### config.mk
export PLATFORM = sky130hd
export DESIGN_NAME = nru_policy
export DESIGN_NICKNAME = d
export VERILOG_FILES = /design/src/verilog/tag_pkg.sv /design/src/verilog/nru_policy.sv /design/src/verilog/tag_array.sv
export VERILOG_INCLUDE_DIRS = /design/src /design/src/verilog
export SDC_FILE = /design/constraint.sdc
export NUM_CORES = 1
export LEC_CHECK = 0
export BUFFER_PORTS_ARGS = -buffer_cell sky130_fd_sc_hd__clkbuf_2
export CAP_MARGIN = 40
export CORE_UTILIZATION = 25
export CTS_CLUSTER_SIZE = 10
export DETAILED_ROUTE_END_ITERATION = 8
export PLACE_DENSITY = 0.37
export SYNTH_ARGS = -nofsm -noshare
export SYNTH_HDL_FRONTEND = slang
export SYNTH_SLANG_ARGS = --single-unit
### constraint.sdc
create_clock -name clk -period 6.7 [get_ports clk]
set_input_delay 1.005 -clock clk [delete_from_list [all_inputs] [get_ports clk]]
set_output_delay 1.005 -clock clk [all_outputs]
set_load 0.005 [all_outputs]
### src/verilog/tag_settings.svh
// icache tag geometry: way count, set index width and stored tag width.
`ifndef TAG_SETTINGS_SVH
`define TAG_SETTINGS_SVH

// --------------------
// cache geometry
// --------------------

// number of ways per set.
`define TAG_WAYS 4

// set index width, 64 sets.
`define TAG_INDEX_BITS 6

// stored tag width.
// line address is tag above index, 26 bits in total.
`define TAG_BITS 20

`endif

### src/verilog/tag_pkg.sv
// icache tag types shared by the ways, the replacement logic and the top level.
`include "tag_settings.svh"

package tag_pkg;

  // --------------------
  // operations
  // --------------------
  typedef enum logic [1:0] {
    OP_LOOKUP = 2'd0,
    OP_FILL   = 2'd1,
    OP_INVAL  = 2'd2
  } tag_op_e;

  // --------------------
  // stored entry
  // --------------------

  // parity sits in the low bit so the whole word xors to zero.
  typedef struct packed {
    logic                 valid;
    logic [`TAG_BITS-1:0] tag;
    logic                 parity;
  } tag_fields_t;

  typedef union packed {
    tag_fields_t          f;
    logic [`TAG_BITS+1:0] raw;
  } tag_entry_u;

  // --------------------
  // request and response
  // --------------------
  typedef struct packed {
    tag_op_e                                op;
    logic [`TAG_BITS+`TAG_INDEX_BITS-1:0]   addr;
  } tag_req_t;

  typedef struct packed {
    tag_op_e                        op;
    logic                           hit;
    logic [$clog2(`TAG_WAYS)-1:0]   way;
    logic                           parity_err;
    logic                           evict_valid;
    logic [`TAG_BITS-1:0]           evict_tag;
  } tag_rsp_t;

endpackage

### src/verilog/nru_policy.sv
// not-recently-used replacement: per-set use bits, victim choice and update.
`timescale 1ns/1ps
`include "tag_settings.svh"

module nru_policy (
  input  logic                         clk,
  input  logic                         rst,
  input  logic                         rd_en,
  input  logic [`TAG_INDEX_BITS-1:0]   rd_index,
  input  tag_pkg::tag_req_t            cur,
  input  logic                         cur_valid,
  input  logic [`TAG_WAYS-1:0]         way_hit,
  input  logic [`TAG_WAYS-1:0]         way_valid,
  input  logic                         sweep,
  input  logic [`TAG_INDEX_BITS-1:0]   sweep_index,
  output logic [$clog2(`TAG_WAYS)-1:0] victim
);

  import tag_pkg::*;

  localparam int WAY_BITS = $clog2(`TAG_WAYS);

  logic [`TAG_INDEX_BITS-1:0] cur_index;
  logic [`TAG_WAYS-1:0]       arr_bits;
  logic [`TAG_WAYS-1:0]       nru_bits;
  logic [`TAG_WAYS-1:0]       upd_mask;
  logic [`TAG_WAYS-1:0]       nru_set;
  logic [`TAG_WAYS-1:0]       wr_bits;
  logic [`TAG_INDEX_BITS-1:0] wr_index;
  logic [WAY_BITS-1:0]        hit_way;
  logic [WAY_BITS-1:0]        upd_way;
  logic                       any_hit;
  logic                       upd_en;
  logic                       wr_en;
  logic                       byp_valid;
  logic [`TAG_INDEX_BITS-1:0] byp_index;
  logic [`TAG_WAYS-1:0]       byp_bits;

  assign cur_index = cur.addr[`TAG_INDEX_BITS-1:0];

  tag_array #(
    .WIDTH (`TAG_WAYS)
  ) u_bits (
    .clk      (clk),
    .rst      (rst),
    .rd_en    (rd_en),
    .rd_index (rd_index),
    .rd_data  (arr_bits),
    .wr_en    (wr_en),
    .wr_index (wr_index),
    .wr_data  (wr_bits)
  );

  // last written set wins over the array copy.
  assign nru_bits = (byp_valid && byp_index == cur_index) ? byp_bits : arr_bits;

  // --------------------
  // victim choice
  // --------------------
  always_comb begin
    victim  = '0;
    hit_way = '0;
    for (int w = `TAG_WAYS - 1; w >= 0; w--) begin
      if (way_hit[w]) hit_way = WAY_BITS'(w);
    end
    if (!(&way_valid)) begin
      for (int w = `TAG_WAYS - 1; w >= 0; w--) begin
        if (!way_valid[w]) victim = WAY_BITS'(w);
      end
    end else begin
      for (int w = `TAG_WAYS - 1; w >= 0; w--) begin
        if (!nru_bits[w]) victim = WAY_BITS'(w);
      end
    end
  end

  // --------------------
  // update
  // --------------------
  assign any_hit  = |way_hit;
  assign upd_way  = any_hit ? hit_way : victim;
  assign upd_mask = `TAG_WAYS'(1) << upd_way;
  assign nru_set  = nru_bits | upd_mask;

  // lookup hits and fills touch the bits, misses and invalidates do not.
  assign upd_en   = cur_valid && ((cur.op == OP_LOOKUP && any_hit) || cur.op == OP_FILL);
  assign wr_en    = sweep || upd_en;
  assign wr_index = sweep ? sweep_index : cur_index;
  assign wr_bits  = sweep ? '0 : ((&nru_set) ? upd_mask : nru_set);

  always_ff @(posedge clk) begin
    if (rst) begin
      byp_valid <= 1'b0;
    end else if (wr_en) begin
      byp_valid <= 1'b1;
    end
  end

  always_ff @(posedge clk) begin
    if (wr_en) begin
      byp_index <= wr_index;
      byp_bits  <= wr_bits;
    end
  end

  // ways never hold the same tag twice in one set.
  a_one_hit: assert property (
    @(posedge clk) disable iff (rst) cur_valid |-> $onehot0(way_hit)
  ) else $error("nru_policy: more than one way hit");

endmodule

### src/verilog/tag_array.sv
// single-port-write, single-port-read per-set array read through a registered index.
`timescale 1ns/1ps
`include "tag_settings.svh"

module tag_array #(
  parameter int WIDTH = `TAG_BITS + 2
) (
  input  logic                       clk,
  input  logic                       rst,
  input  logic                       rd_en,
  input  logic [`TAG_INDEX_BITS-1:0] rd_index,
  output logic [WIDTH-1:0]           rd_data,
  input  logic                       wr_en,
  input  logic [`TAG_INDEX_BITS-1:0] wr_index,
  input  logic [WIDTH-1:0]           wr_data
);

  localparam int DEPTH = 1 << `TAG_INDEX_BITS;

  logic [WIDTH-1:0]           mem [DEPTH];
  logic [`TAG_INDEX_BITS-1:0] rd_index_q;

  // read index is held until the next enabled read.
  always_ff @(posedge clk) begin
    if (rst) begin
      rd_index_q <= '0;
    end else if (rd_en) begin
      rd_index_q <= rd_index;
    end
  end

  always_ff @(posedge clk) begin
    if (wr_en) begin
      mem[wr_index] <= wr_data;
    end
  end

  // data follows the latched index, so a write lands before the next read.
  assign rd_data = mem[rd_index_q];

  a_wr_index_known: assert property (
    @(posedge clk) disable iff (rst) wr_en |-> !$isunknown(wr_index)
  ) else $error("tag_array: write with unknown index");

endmodule

==> impl_metrics.csv <==
group,metric,value,unit
critical_path,worstRegToRegCells,12,
die,die_y,216.3,um
critical_path,path_cells,"buf_12 -> mux4_2 -> mux4_2 -> mux2i_1 -> nor3_1 -> a2111o_1 -> o31ai_2 -> a31oi_1 -> o21ai_0 -> o21ai_0 -> o21ai_4 -> buf_4",
clocking,htree_levels,2,
global_route,track_usage,13.96,%
sta,grt_setup_unrepaired,"no",
synth,synthCells,696,
placed_design,place_congestion,0.8679,
sta,hold_violations,0,
sta,tns,0,ps
critical_path,worstPathMaxFanout,57,
clocking,cts_root_buffer,"clkbuf_16",
critical_path,cp_slowest_cell,"buf_4",
placed_design,dpl_worst_slack,1760,ps
critical_path,slowest_delay,580,ps
synth,synth_area_leaders,"edfxtp_1 70%, mux4_2 9.0%, mux2i_1 5.4%, nor2_1 3.0%, dfxtp_1 2.3%",
clocking,clkTransAtPathRegs,60,ps
worst_hold_path,min_path_type,"reg2reg",
clocking,cts_resized,0,
clocking,insertion_delay,520,ps
critical_path,endpoint,"u_bits.mem[30][0]",
sta,period_minus_slack,5001,ps
drt,viasPerCell,4.620,
critical_path,critical_path_arrival,5210,ps
power_and_ir_drop,p_leak,4.283,nW
synth,synth_area_leader_cell,"edfxtp_1",
placed_design,dp_hpwl,21.43,mm
synth,netlist.area_leader.share,69.60,%
synth,yosysSeqAreaShare,71.86,%
drt,via_count,6343,
die,die-area,0.04677,mm^2
power_and_ir_drop,peakVddDrop,0.1860,mV
synth,synth-seq-cells,279,
die,io_pins,55,
synth,synthesis.nets,749,
synth,synth_edf_count,266,
flow_run,max-cap-violations,0,
synth,async_flop_share,0,%
power_and_ir_drop,power,4.062,mW
clocking,cts_hold_buf,0,
synth,synthDistinctLibCells,49,
status,status,"finished clean",
critical_path,worst-path-buf-inv,2,
cells_and_area,drive_gt1_share,19.40,%
global_route,grt_pass1_vias,6610,
synth,synth_top_flop_cell,"edfxtp_1",
critical_path,cp_top_family,"compound AO/OA/AOI/OAI gates",
cells_and_area,mostFrequentLayoutCells,"266 x edfxtp_1, 92 x nor2_1, 62 x mux2i_1, 46 x mux4_2, 37 x nand2_1",
sta,fin_skew,15.45,ps
sta,clock.fmax,200.0,MHz
drt,postRouteAntennaNets,0,
clocking,post_cts_buffers,0,
global_route,grt_max_degree,58,
drt,drc_errors,0,
sta,fin_ws,1699,ps
drt,firstDrtPassIters,4,
cells_and_area,nets,811,
critical_path,required,6910,ps
drt,routed_wirelength,32.14,mm
drt,drt_iter0_drc,556,
die,die-width,216.3,um
cells_and_area,finish.utilization,29.82,%
die,start_util,25.35,%
cells_and_area,syn_to_final_growth,17.65,%
clocking,clock_sinks,279,
synth,yosysWarnings,0,
cells_and_area,finalInstanceArea,0.01350,mm^2
critical_path,r2r-end,"u_bits.mem[30][0]",
worst_hold_path,min_path_cells,2,
global_route,overflow,0,
clocking,cts_buffers,34,
sta,relSlewSlack,47.84,%
cells_and_area,multi_input_area,0.003104,mm^2
global_route,antenna_found_initial,0,
placed_design,placed_area,0.01255,mm^2
die,rows,78,
sta,max_slew.worst_pin.slew,782.4,ps
cells_and_area,fin_cells,1373,
synth,syn_area,0.01148,mm^2
critical_path,endpoint_kind,"flop",
cells_and_area,fillers,4495,
cells_and_area,antenna_cells_inserted,0,
placed_design,port_buffers,34,
global_route,grt_pass1_wl,47.06,mm
clocking,cts_tree,"built",
cells_and_area,seqCellArea,0.008253,mm^2
critical_path,rrSetupSlack,1700,ps
drt,avgRoutedWirePerCell,23.41,um
critical_path,worstSetupPathType,"reg2reg",
synth,syn_avg_cell_area,16.49,um^2
sta,hold_slack,507.2,ps
critical_path,cp.depth,12,
power_and_ir_drop,powerDensity,300.8,mW/mm^2
critical_path,worstSetupStartpointType,"flop",
placed_design,dp_cells,1322,
sta,report.final.slew_viol_count,0,
clocking,ctsLongestPathBuffers,3,
cells_and_area,mostFrequentLayoutCell,"edfxtp_1",
sta,finalCritPeriodShare,74.64,%
die,core,0.04528,mm^2
sta,setup_violations,0,
-- where the power goes --
| group | internal [mW] | leakage, nW | switching (mW) | total, mW |
|---|---|---|---|---|
| Sequential | 2.02 | 2.54 | 0.0123 | 2.04 |
| Combinational | 0.115 | 1.28 | 0.282 | 0.397 |
| Clock | 0.960 | 0.465 | 0.668 | 1.63 |
| Total | 3.10 | 4.28 | 0.962 | 4.06 |
-- synthesized netlist by cell type, types with 4 or more instances --
master	number
nand4_1	5
nor3_1	6
edfxtp_1	266
inv_1	16
clkbuf_1	9
nand2b_1	5
nor2_1	92
a22oi_1	23
nand3_1	14
o21ai_0	10
buf_2	10
mux2i_1	62
a31oi_1	9
mux4_2	46
dfxtp_1	13
nor2b_1	8
a21oi_1	14
and3_1	4
nand2_1	37
-- area by class of cell --
type / instances / area share [%]
clock buffer: 48 / 6.922
clock inverter: 3 / 0.1390
inverter: 17 / 0.4726
multi-input combinational: 374 / 22.99
sequential: 279 / 61.12
tap: 600 / 5.560
timing repair buffer: 52 / 2.798
-- cells by family after synthesis --
group                  count (synthesis)  share of synthesized area (%)
flip-flops                           279                          71.86
AND/OR/NAND/NOR                      183                          7.064
multiplexers                         109                          14.53
AO/OA/AOI/OAI                         76                          4.459
buffers and inverters                 43                          1.624
XOR/XNOR                               6                         0.4579
-- flip-flops by register name, indices dropped and copies added, names as in the netlist, named ones only --
signal,count
byp_bits,4
u_bits.rd_index_q,6
byp_index,6
byp_valid,1
u_bits.mem,256
-- worst min path at each step --
| stage | startpoint | to |
|---|---|---|
| 3_5_place_dp | byp_valid | byp_valid |
| 4_1_cts | byp_valid | byp_valid |
| 6_report | byp_valid | byp_valid |
| 3_3_place_gp | u_bits.rd_index_q[2] | flop |
| 2_1_floorplan | byp_valid | byp_valid |
| 5_1_grt | byp_valid | byp_valid |
-- routing by layer --
layer	track usage, %	part of all wire, %
met1	18.78	45
met2	22.86	49
met3	2.484	3.8
met4	4.249	2.4
met5	0	0
-- worst min-delay path, cell delays in order (launching register included) --
cell	delay (ps)
dfxtp_1	340
inv_1	60
a21oi_1	50
(Power assumes the default switching activity.)
