--- config.mk ---
export PLATFORM = sky130hd
export DESIGN_NAME = tag_way
export DESIGN_NICKNAME = d
export VERILOG_FILES = /design/src/verilog/tag_pkg.sv /design/src/verilog/tag_array.sv /design/src/verilog/tag_way.sv
export VERILOG_INCLUDE_DIRS = /design/src /design/src/verilog
export SDC_FILE = /design/constraint.sdc
export NUM_CORES = 1
export LEC_CHECK = 0
export BUFFER_PORTS_ARGS = -buffer_cell sky130_fd_sc_hd__buf_2
export CORE_ASPECT_RATIO = 1.2
export CORE_MARGIN = 1.5
export CORE_UTILIZATION = 35
export DETAILED_ROUTE_END_ITERATION = 10
export GPL_TIMING_DRIVEN = 1
export SYNTH_ARGS = -nofsm -noshare
export SYNTH_HDL_FRONTEND = slang
export SYNTH_SLANG_ARGS = --single-unit
--- constraint.sdc ---
create_clock -name clk -period 3.7 [get_ports clk]
set_clock_uncertainty 0.1 [all_clocks]
set_input_delay 0.37 -clock clk [delete_from_list [all_inputs] [get_ports clk]]
set_output_delay 0.37 -clock clk [all_outputs]
set_load 0.05 [all_outputs]
--- src/verilog/tag_settings.svh ---
// icache tag geometry: way count, set index width and stored tag width.
`ifndef TAG_SETTINGS_SVH
`define TAG_SETTINGS_SVH

// --------------------
// cache geometry
// --------------------

// number of ways per set.
`define TAG_WAYS 4

// set index width, 64 sets.
`define TAG_INDEX_BITS 6

// stored tag width.
// line address is tag above index, 26 bits in total.
`define TAG_BITS 20

`endif

--- src/verilog/tag_pkg.sv ---
// icache tag types shared by the ways, the replacement logic and the top level.
`include "tag_settings.svh"

package tag_pkg;

  // --------------------
  // operations
  // --------------------
  typedef enum logic [1:0] {
    OP_LOOKUP = 2'd0,
    OP_FILL   = 2'd1,
    OP_INVAL  = 2'd2
  } tag_op_e;

  // --------------------
  // stored entry
  // --------------------

  // parity sits in the low bit so the whole word xors to zero.
  typedef struct packed {
    logic                 valid;
    logic [`TAG_BITS-1:0] tag;
    logic                 parity;
  } tag_fields_t;

  typedef union packed {
    tag_fields_t          f;
    logic [`TAG_BITS+1:0] raw;
  } tag_entry_u;

  // --------------------
  // request and response
  // --------------------
  typedef struct packed {
    tag_op_e                                op;
    logic [`TAG_BITS+`TAG_INDEX_BITS-1:0]   addr;
  } tag_req_t;

  typedef struct packed {
    tag_op_e                        op;
    logic                           hit;
    logic [$clog2(`TAG_WAYS)-1:0]   way;
    logic                           parity_err;
    logic                           evict_valid;
    logic [`TAG_BITS-1:0]           evict_tag;
  } tag_rsp_t;

endpackage

--- src/verilog/tag_array.sv ---
// single-port-write, single-port-read per-set array read through a registered index.
`timescale 1ns/1ps
`include "tag_settings.svh"

module tag_array #(
  parameter int WIDTH = `TAG_BITS + 2
) (
  input  logic                       clk,
  input  logic                       rst,
  input  logic                       rd_en,
  input  logic [`TAG_INDEX_BITS-1:0] rd_index,
  output logic [WIDTH-1:0]           rd_data,
  input  logic                       wr_en,
  input  logic [`TAG_INDEX_BITS-1:0] wr_index,
  input  logic [WIDTH-1:0]           wr_data
);

  localparam int DEPTH = 1 << `TAG_INDEX_BITS;

  logic [WIDTH-1:0]           mem [DEPTH];
  logic [`TAG_INDEX_BITS-1:0] rd_index_q;

  // read index is held until the next enabled read.
  always_ff @(posedge clk) begin
    if (rst) begin
      rd_index_q <= '0;
    end else if (rd_en) begin
      rd_index_q <= rd_index;
    end
  end

  always_ff @(posedge clk) begin
    if (wr_en) begin
      mem[wr_index] <= wr_data;
    end
  end

  // data follows the latched index, so a write lands before the next read.
  assign rd_data = mem[rd_index_q];

  a_wr_index_known: assert property (
    @(posedge clk) disable iff (rst) wr_en |-> !$isunknown(wr_index)
  ) else $error("tag_array: write with unknown index");

endmodule

--- src/verilog/tag_way.sv ---
// one cache way: tag storage, parity check, tag compare and write word build.
`timescale 1ns/1ps
`include "tag_settings.svh"

module tag_way (
  input  logic                       clk,
  input  logic                       rst,
  input  logic                       rd_en,
  input  logic [`TAG_INDEX_BITS-1:0] rd_index,
  input  tag_pkg::tag_req_t          cur,
  input  logic                       wr_en,
  input  logic                       wr_clear,
  output logic                       hit,
  output logic                       parity_err,
  output tag_pkg::tag_entry_u        entry
);

  import tag_pkg::*;

  localparam int ENTRY_BITS = `TAG_BITS + 2;

  logic [`TAG_BITS-1:0]        cur_tag;
  logic [`TAG_INDEX_BITS-1:0]  cur_index;
  logic [ENTRY_BITS-1:0]       rd_word;
  tag_entry_u                  wr_word;

  assign cur_tag   = cur.addr[`TAG_INDEX_BITS +: `TAG_BITS];
  assign cur_index = cur.addr[`TAG_INDEX_BITS-1:0];

  // --------------------
  // storage
  // --------------------
  tag_array #(
    .WIDTH (ENTRY_BITS)
  ) u_array (
    .clk      (clk),
    .rst      (rst),
    .rd_en    (rd_en),
    .rd_index (rd_index),
    .rd_data  (rd_word),
    .wr_en    (wr_en),
    .wr_index (cur_index),
    .wr_data  (wr_word.raw)
  );

  // --------------------
  // read side
  // --------------------
  assign entry = tag_entry_u'(rd_word);

  // valid entry with matching tag.
  assign hit = entry.f.valid && (entry.f.tag == cur_tag);

  // stored words have even parity over all bits.
  assign parity_err = entry.f.valid && (^entry.raw);

  // --------------------
  // write side
  // --------------------

  // new entry for a fill, zeros for invalidate and sweep.
  always_comb begin
    wr_word = '0;
    if (!wr_clear) begin
      wr_word.f.valid  = 1'b1;
      wr_word.f.tag    = cur_tag;
      wr_word.f.parity = 1'b0;
      wr_word.f.parity = ^wr_word.raw;
    end
  end

  // only even-parity words are ever written, so a matching entry stays clean.
  a_hit_no_parity: assert property (
    @(posedge clk) disable iff (rst || wr_clear) !(hit && parity_err)
  ) else $error("tag_way: hit entry carries a parity error");

endmodule
==> results.txt <==
----------------------------------------------------
[Outcome]
  Outcome ... complete, but fails checks
  Failing checks ... setup timing

[Floorplanning]
  Height of the die ... 439 um
  Floorplan die width ... 366 um
  Die area ... 160,000 um2
  Number of placement rows ... 159
  Count of boundary I/O pins ... 63
  Floorplan core area ... 157,000 um2
  Initial Util ... 35.3%

[Finish]
  Number of antenna repair diodes ... 0
  Layout Cell Area excl Fill ... 67,500 um2
  Number of standard cells in the final layout excluding fillers ... 5,063
  Fraction of layout cells with a size suffix above 1 ... 41.6%
  Layout-stage area growth over the synthesis result ... 22.0%
  # nets final ... 2,900

[Critical path]
  Critical Path Sink ... parity_err
  Sort of element at the end of the critical path ... primary output
  Crit path cell chain ... buf_12 > buf_16 > buf_12 > buf_12 > buf_8 > mux4_2 > mux4_2 > o211a_1 > xnor3_1 > xnor3_2 > xnor3_2 > nor2_4 > buf_12
  Maximum fanout count along the critical path ... 6
  Arrival time reported for the critical path endpoint ... 4.60 ns
  Peak per-stage delay on the critical path ... 0.59 ns
  R2r setup slk ... 2.22 ns
  Required time of the critical path ... 3.23 ns
  Number of cells on the critical path ... 13
  Cell count of the worst reg-to-reg path ... 3
  Crit-path slowest cell ... sky130_fd_sc_hd__mux4_2
  Most numerous cell on the critical path ... sky130_fd_sc_hd__buf_12
  Kind of cell with the highest combined delay on the critical path ... XOR/XNOR gates
  Setup CP Type ... register to primary output
  Startpoint type of the worst setup path ... register
  Buffers and inverters on the worst path ... 6
  Reg-to-reg critical path startpoint ... u_array.rd_index_q[0]$_SDFFE_PP0P_

[Pwr]
  Portion of total power attributed to the clock network ... 39.2%
  Net switching share of the total power ... 23.0%
  Internal power consumption ... 27,300 uW
  Peak supply drop ... 719 uV
  Switching power summed over all nets ... 8140 uW
  Sequential Power Share ... 50.7%
  Power per unit of standard cell area ... 524 nW/um2
  Final Power ... 35,400 uW
  Leakage power of the design ... 0.0195 uW
  Logic pwr share ... 10.1%

[Routing]
  Drt wl/cell ... 31.0 um
  Remaining number of nets flagged by the antenna check after routing ... 0
  First-pass iteration count of the detailed router ... 6
  Routed WL ... 157 mm
  Post-route DRC violation count ... 0
  Routed via count ... 27,600
  1st-iter DRT viols ... 3,028
  Per-cell via count in the routed design ... 5.45

[Clock tree]
  Number of clock sinks ... 1,420
  Number of buffers inserted during clock tree synthesis ... 135
  Clock root buffer master ... sky130_fd_sc_hd__clkbuf_16
  CTS max path bufs ... 3
  Clock insertion delay at the later pin of the skew report ... 0.77 ns
  CTS tree ... done
  Number of H-tree levels ... 4
  Clock transition at the registers of the reported paths ... 0.07 ns

[Timing]
  Number of setup violations in the final report ... 24
  Final hold violation count ... 0
  Transition time at the pin with the least slew margin ... 1.22 ns
  Final worst-path cycle share ... 137%
  Final count of pins violating max slew ... 0
  Worst relative slew slack ... 18.3%
  Min Clock Period, post-route ... 5.07 ns
  Setup total negative slack ... -10.28 ns
  Max Clk Rate ... 197 MHz
  Final WS setup ... -1.37 ns
  Unrepaired setup endpoints after global routing ... true

[Synthesis]
  Post-synthesis cell area ... 55,300 um2
  Count of cell types in the netlist ... 59
  Average cell area after synthesis ... 23.3 um2
  Share of flip-flops with an asynchronous set or reset ... 0%
  Cell count after synthesis ... 2,370
  Synth warnings ... 0
  Total nets after synthesis ... 2,409
  Number of flip-flops and latches in the synthesized netlist ... 1,420
  Sequential share of the synthesized area ... 76.9%
  Top FF cell, synth ... sky130_fd_sc_hd__edfxtp_1
  Post-synth EDFFs ... 1,408

[Global routing]
  Number of global-route vias before repair ... 28,600
  First-pass GRT wire length ... 218 mm
  Antenna violations before repair ... 8
  GRT Util Overall ... 19.4%
  Total grt overflow ... 0
  Maximum number of pins on one net before global-route repair ... 65

[Job]
  Count of maximum capacitance violations ... 0

[Placed design]
  Cells after DPL ... 4,727
  IO Port Bufs ... 60
  Cell Area, Placed ... 61,000 um2
  Weighted congestion at the end of routability-driven global placement ... 0.956
  HPWL Detailed ... 98.7 mm

[Hold path]
  Worst hold path type ... input pin to register

----------------------------------------------------
## worst min-delay path by stage
stage                                             from                           end  cells past startpoint
floorplan                                          rst                      register                      1
global placement    u_array.rd_index_q[4]$_SDFFE_PP0P_                      register                      2
detailed placement  u_array.rd_index_q[4]$_SDFFE_PP0P_                      register                      2
CTS                                            cur[14]  u_array.mem[25][9]$_DFFE_PP_                      2
global route                                   cur[14]  u_array.mem[22][9]$_DFFE_PP_                      2
finish                                         cur[14]  u_array.mem[22][9]$_DFFE_PP_                      2
## kinds of logic after synthesis
family / after synthesis / share of synthesized area [%]
AND/OR/NAND/NOR: 199 / 1.71
multiplexers: 449 / 17.1
buffers and inverters: 135 / 1.70
AO/OA/AOI/OAI: 113 / 1.61
XOR/XNOR: 54 / 1.00
flip-flops: 1420 / 76.9
## registers in the layout, summed over array words and instances (netlist names), named ones only
| signal | count |
|---|---|
| u_array.rd_index_q | 6 |
| u_array.mem | 1408 |
## cells in the final DEF, fill, tap and decap left out, types with 6 or more instances in the layout
cell / instances
sky130_fd_sc_hd__buf_6: 49
sky130_fd_sc_hd__a21oi_2: 7
sky130_fd_sc_hd__nor2b_4: 20
sky130_fd_sc_hd__xnor2_1: 33
sky130_fd_sc_hd__buf_2: 36
sky130_fd_sc_hd__inv_6: 8
sky130_fd_sc_hd__mux4_2: 372
sky130_fd_sc_hd__nor2_2: 64
sky130_fd_sc_hd__mux2i_1: 52
sky130_fd_sc_hd__buf_12: 75
sky130_fd_sc_hd__a221oi_2: 8
sky130_fd_sc_hd__nor2b_1: 10
sky130_fd_sc_hd__clkinv_2: 19
sky130_fd_sc_hd__a22o_1: 6
sky130_fd_sc_hd__dlygate4sd3_1: 13
sky130_fd_sc_hd__clkbuf_16: 136
sky130_fd_sc_hd__a22oi_2: 18
sky130_fd_sc_hd__bufinv_16: 14
sky130_fd_sc_hd__a22oi_1: 16
sky130_fd_sc_hd__buf_16: 8
sky130_fd_sc_hd__a221oi_1: 13
sky130_fd_sc_hd__clkbuf_1: 26
sky130_fd_sc_hd__clkinv_1: 24
sky130_fd_sc_hd__xor2_1: 8
sky130_fd_sc_hd__edfxtp_1: 1408
sky130_fd_sc_hd__clkinvlp_4: 9
sky130_fd_sc_hd__buf_4: 270
sky130_fd_sc_hd__xnor2_2: 6
sky130_fd_sc_hd__nand2_4: 6
sky130_fd_sc_hd__nand2_1: 21
sky130_fd_sc_hd__nand3_1: 10
sky130_fd_sc_hd__mux4_1: 18
sky130_fd_sc_hd__nand4_1: 10
sky130_fd_sc_hd__dfxtp_1: 7
sky130_fd_sc_hd__buf_8: 28
sky130_fd_sc_hd__nor2_1: 18
## final cells by class
type                       count  area [um2]
multi-input combinational    815       12800
inverter                       7        31.3
timing repair buffer         482        5130
tap                         2093        2620
fill                       13400       89200
sequential                  1420       42500
clock buffer                 162        3500
clock inverter                84         910
## stage by stage
step                      setup slack, ns  utilization [%]  hold WS [ns]
after floorplan                    -0.496                -         0.351
after detailed placement           -0.992             38.9         0.422
final                               -1.37             43.1        0.0793
after CTS                           -1.40             42.9        0.0394
after global placement              -1.00             38.9         0.401
after global routing                -1.45             43.1        0.0629
## metal layers
metal	part of all wire (%)	global-route usage, %
met1	38	24.1
met2	50	33.0
met3	7.8	4.23
met4	4.0	7.76
met5	0.017	0
## power groups by stage
stage / combinational [uW] / clock, uW / sequential, uW
after floorplan: 1710 / 0 / 18300
after global placement: 3060 / 0 / 18300
after detailed placement: 3100 / 0 / 18300
after CTS: 3510 / 14100 / 17900
after global routing: 3680 / 14600 / 17900
final: 3570 / 13900 / 17900
## synth_stat cells (2+ instances only)
library cell | n | area, um2
sky130_fd_sc_hd__mux2i_1 | 55 | 551
sky130_fd_sc_hd__and2_1 | 2 | 12.5
sky130_fd_sc_hd__buf_4 | 21 | 158
sky130_fd_sc_hd__o22ai_1 | 2 | 12.5
sky130_fd_sc_hd__xnor2_1 | 39 | 342
sky130_fd_sc_hd__buf_8 | 7 | 105
sky130_fd_sc_hd__xnor3_1 | 2 | 45.0
sky130_fd_sc_hd__nor4_1 | 3 | 18.8
sky130_fd_sc_hd__xnor3_2 | 3 | 71.3
sky130_fd_sc_hd__nand4_1 | 10 | 62.6
sky130_fd_sc_hd__a31oi_1 | 3 | 18.8
sky130_fd_sc_hd__nand2b_1 | 4 | 25.0
sky130_fd_sc_hd__dfxtp_1 | 12 | 240
sky130_fd_sc_hd__a21oi_1 | 12 | 60.1
sky130_fd_sc_hd__mux2_2 | 4 | 45.0
sky130_fd_sc_hd__a211oi_1 | 6 | 45.0
sky130_fd_sc_hd__nand3b_1 | 3 | 22.5
sky130_fd_sc_hd__mux4_1 | 28 | 736
sky130_fd_sc_hd__mux4_2 | 362 | 8150
sky130_fd_sc_hd__or4_1 | 2 | 15.0
sky130_fd_sc_hd__o211a_1 | 2 | 20.0
sky130_fd_sc_hd__buf_12 | 4 | 80.1
sky130_fd_sc_hd__buf_6 | 20 | 225
sky130_fd_sc_hd__o211ai_1 | 3 | 22.5
sky130_fd_sc_hd__clkbuf_4 | 3 | 22.5
sky130_fd_sc_hd__a22oi_1 | 34 | 255
sky130_fd_sc_hd__or3_1 | 3 | 18.8
sky130_fd_sc_hd__nand3_1 | 14 | 70.1
sky130_fd_sc_hd__nor2_1 | 85 | 319
sky130_fd_sc_hd__a221oi_1 | 23 | 201
sky130_fd_sc_hd__clkbuf_1 | 29 | 109
sky130_fd_sc_hd__xor2_1 | 9 | 78.8
sky130_fd_sc_hd__o21ai_0 | 8 | 40.0
sky130_fd_sc_hd__nor3_1 | 7 | 35.0
sky130_fd_sc_hd__buf_2 | 38 | 190
sky130_fd_sc_hd__a22o_1 | 7 | 61.3
sky130_fd_sc_hd__inv_1 | 7 | 26.3
sky130_fd_sc_hd__nand2_1 | 31 | 116
sky130_fd_sc_hd__edfxtp_1 | 1408 | 42300
sky130_fd_sc_hd__nor2b_1 | 31 | 194
sky130_fd_sc_hd__buf_1 | 6 | 22.5
## what timing repair did
action	CTS	global route
endpoints found under the hold margin	28	0
cloned	5	0
hold buffers	13	0
pin swaps	45	26
setup endpoints to repair	24	24
buffers inserted	72	17
gates resized for setup	223	53
(Power assumes the default switching activity.)
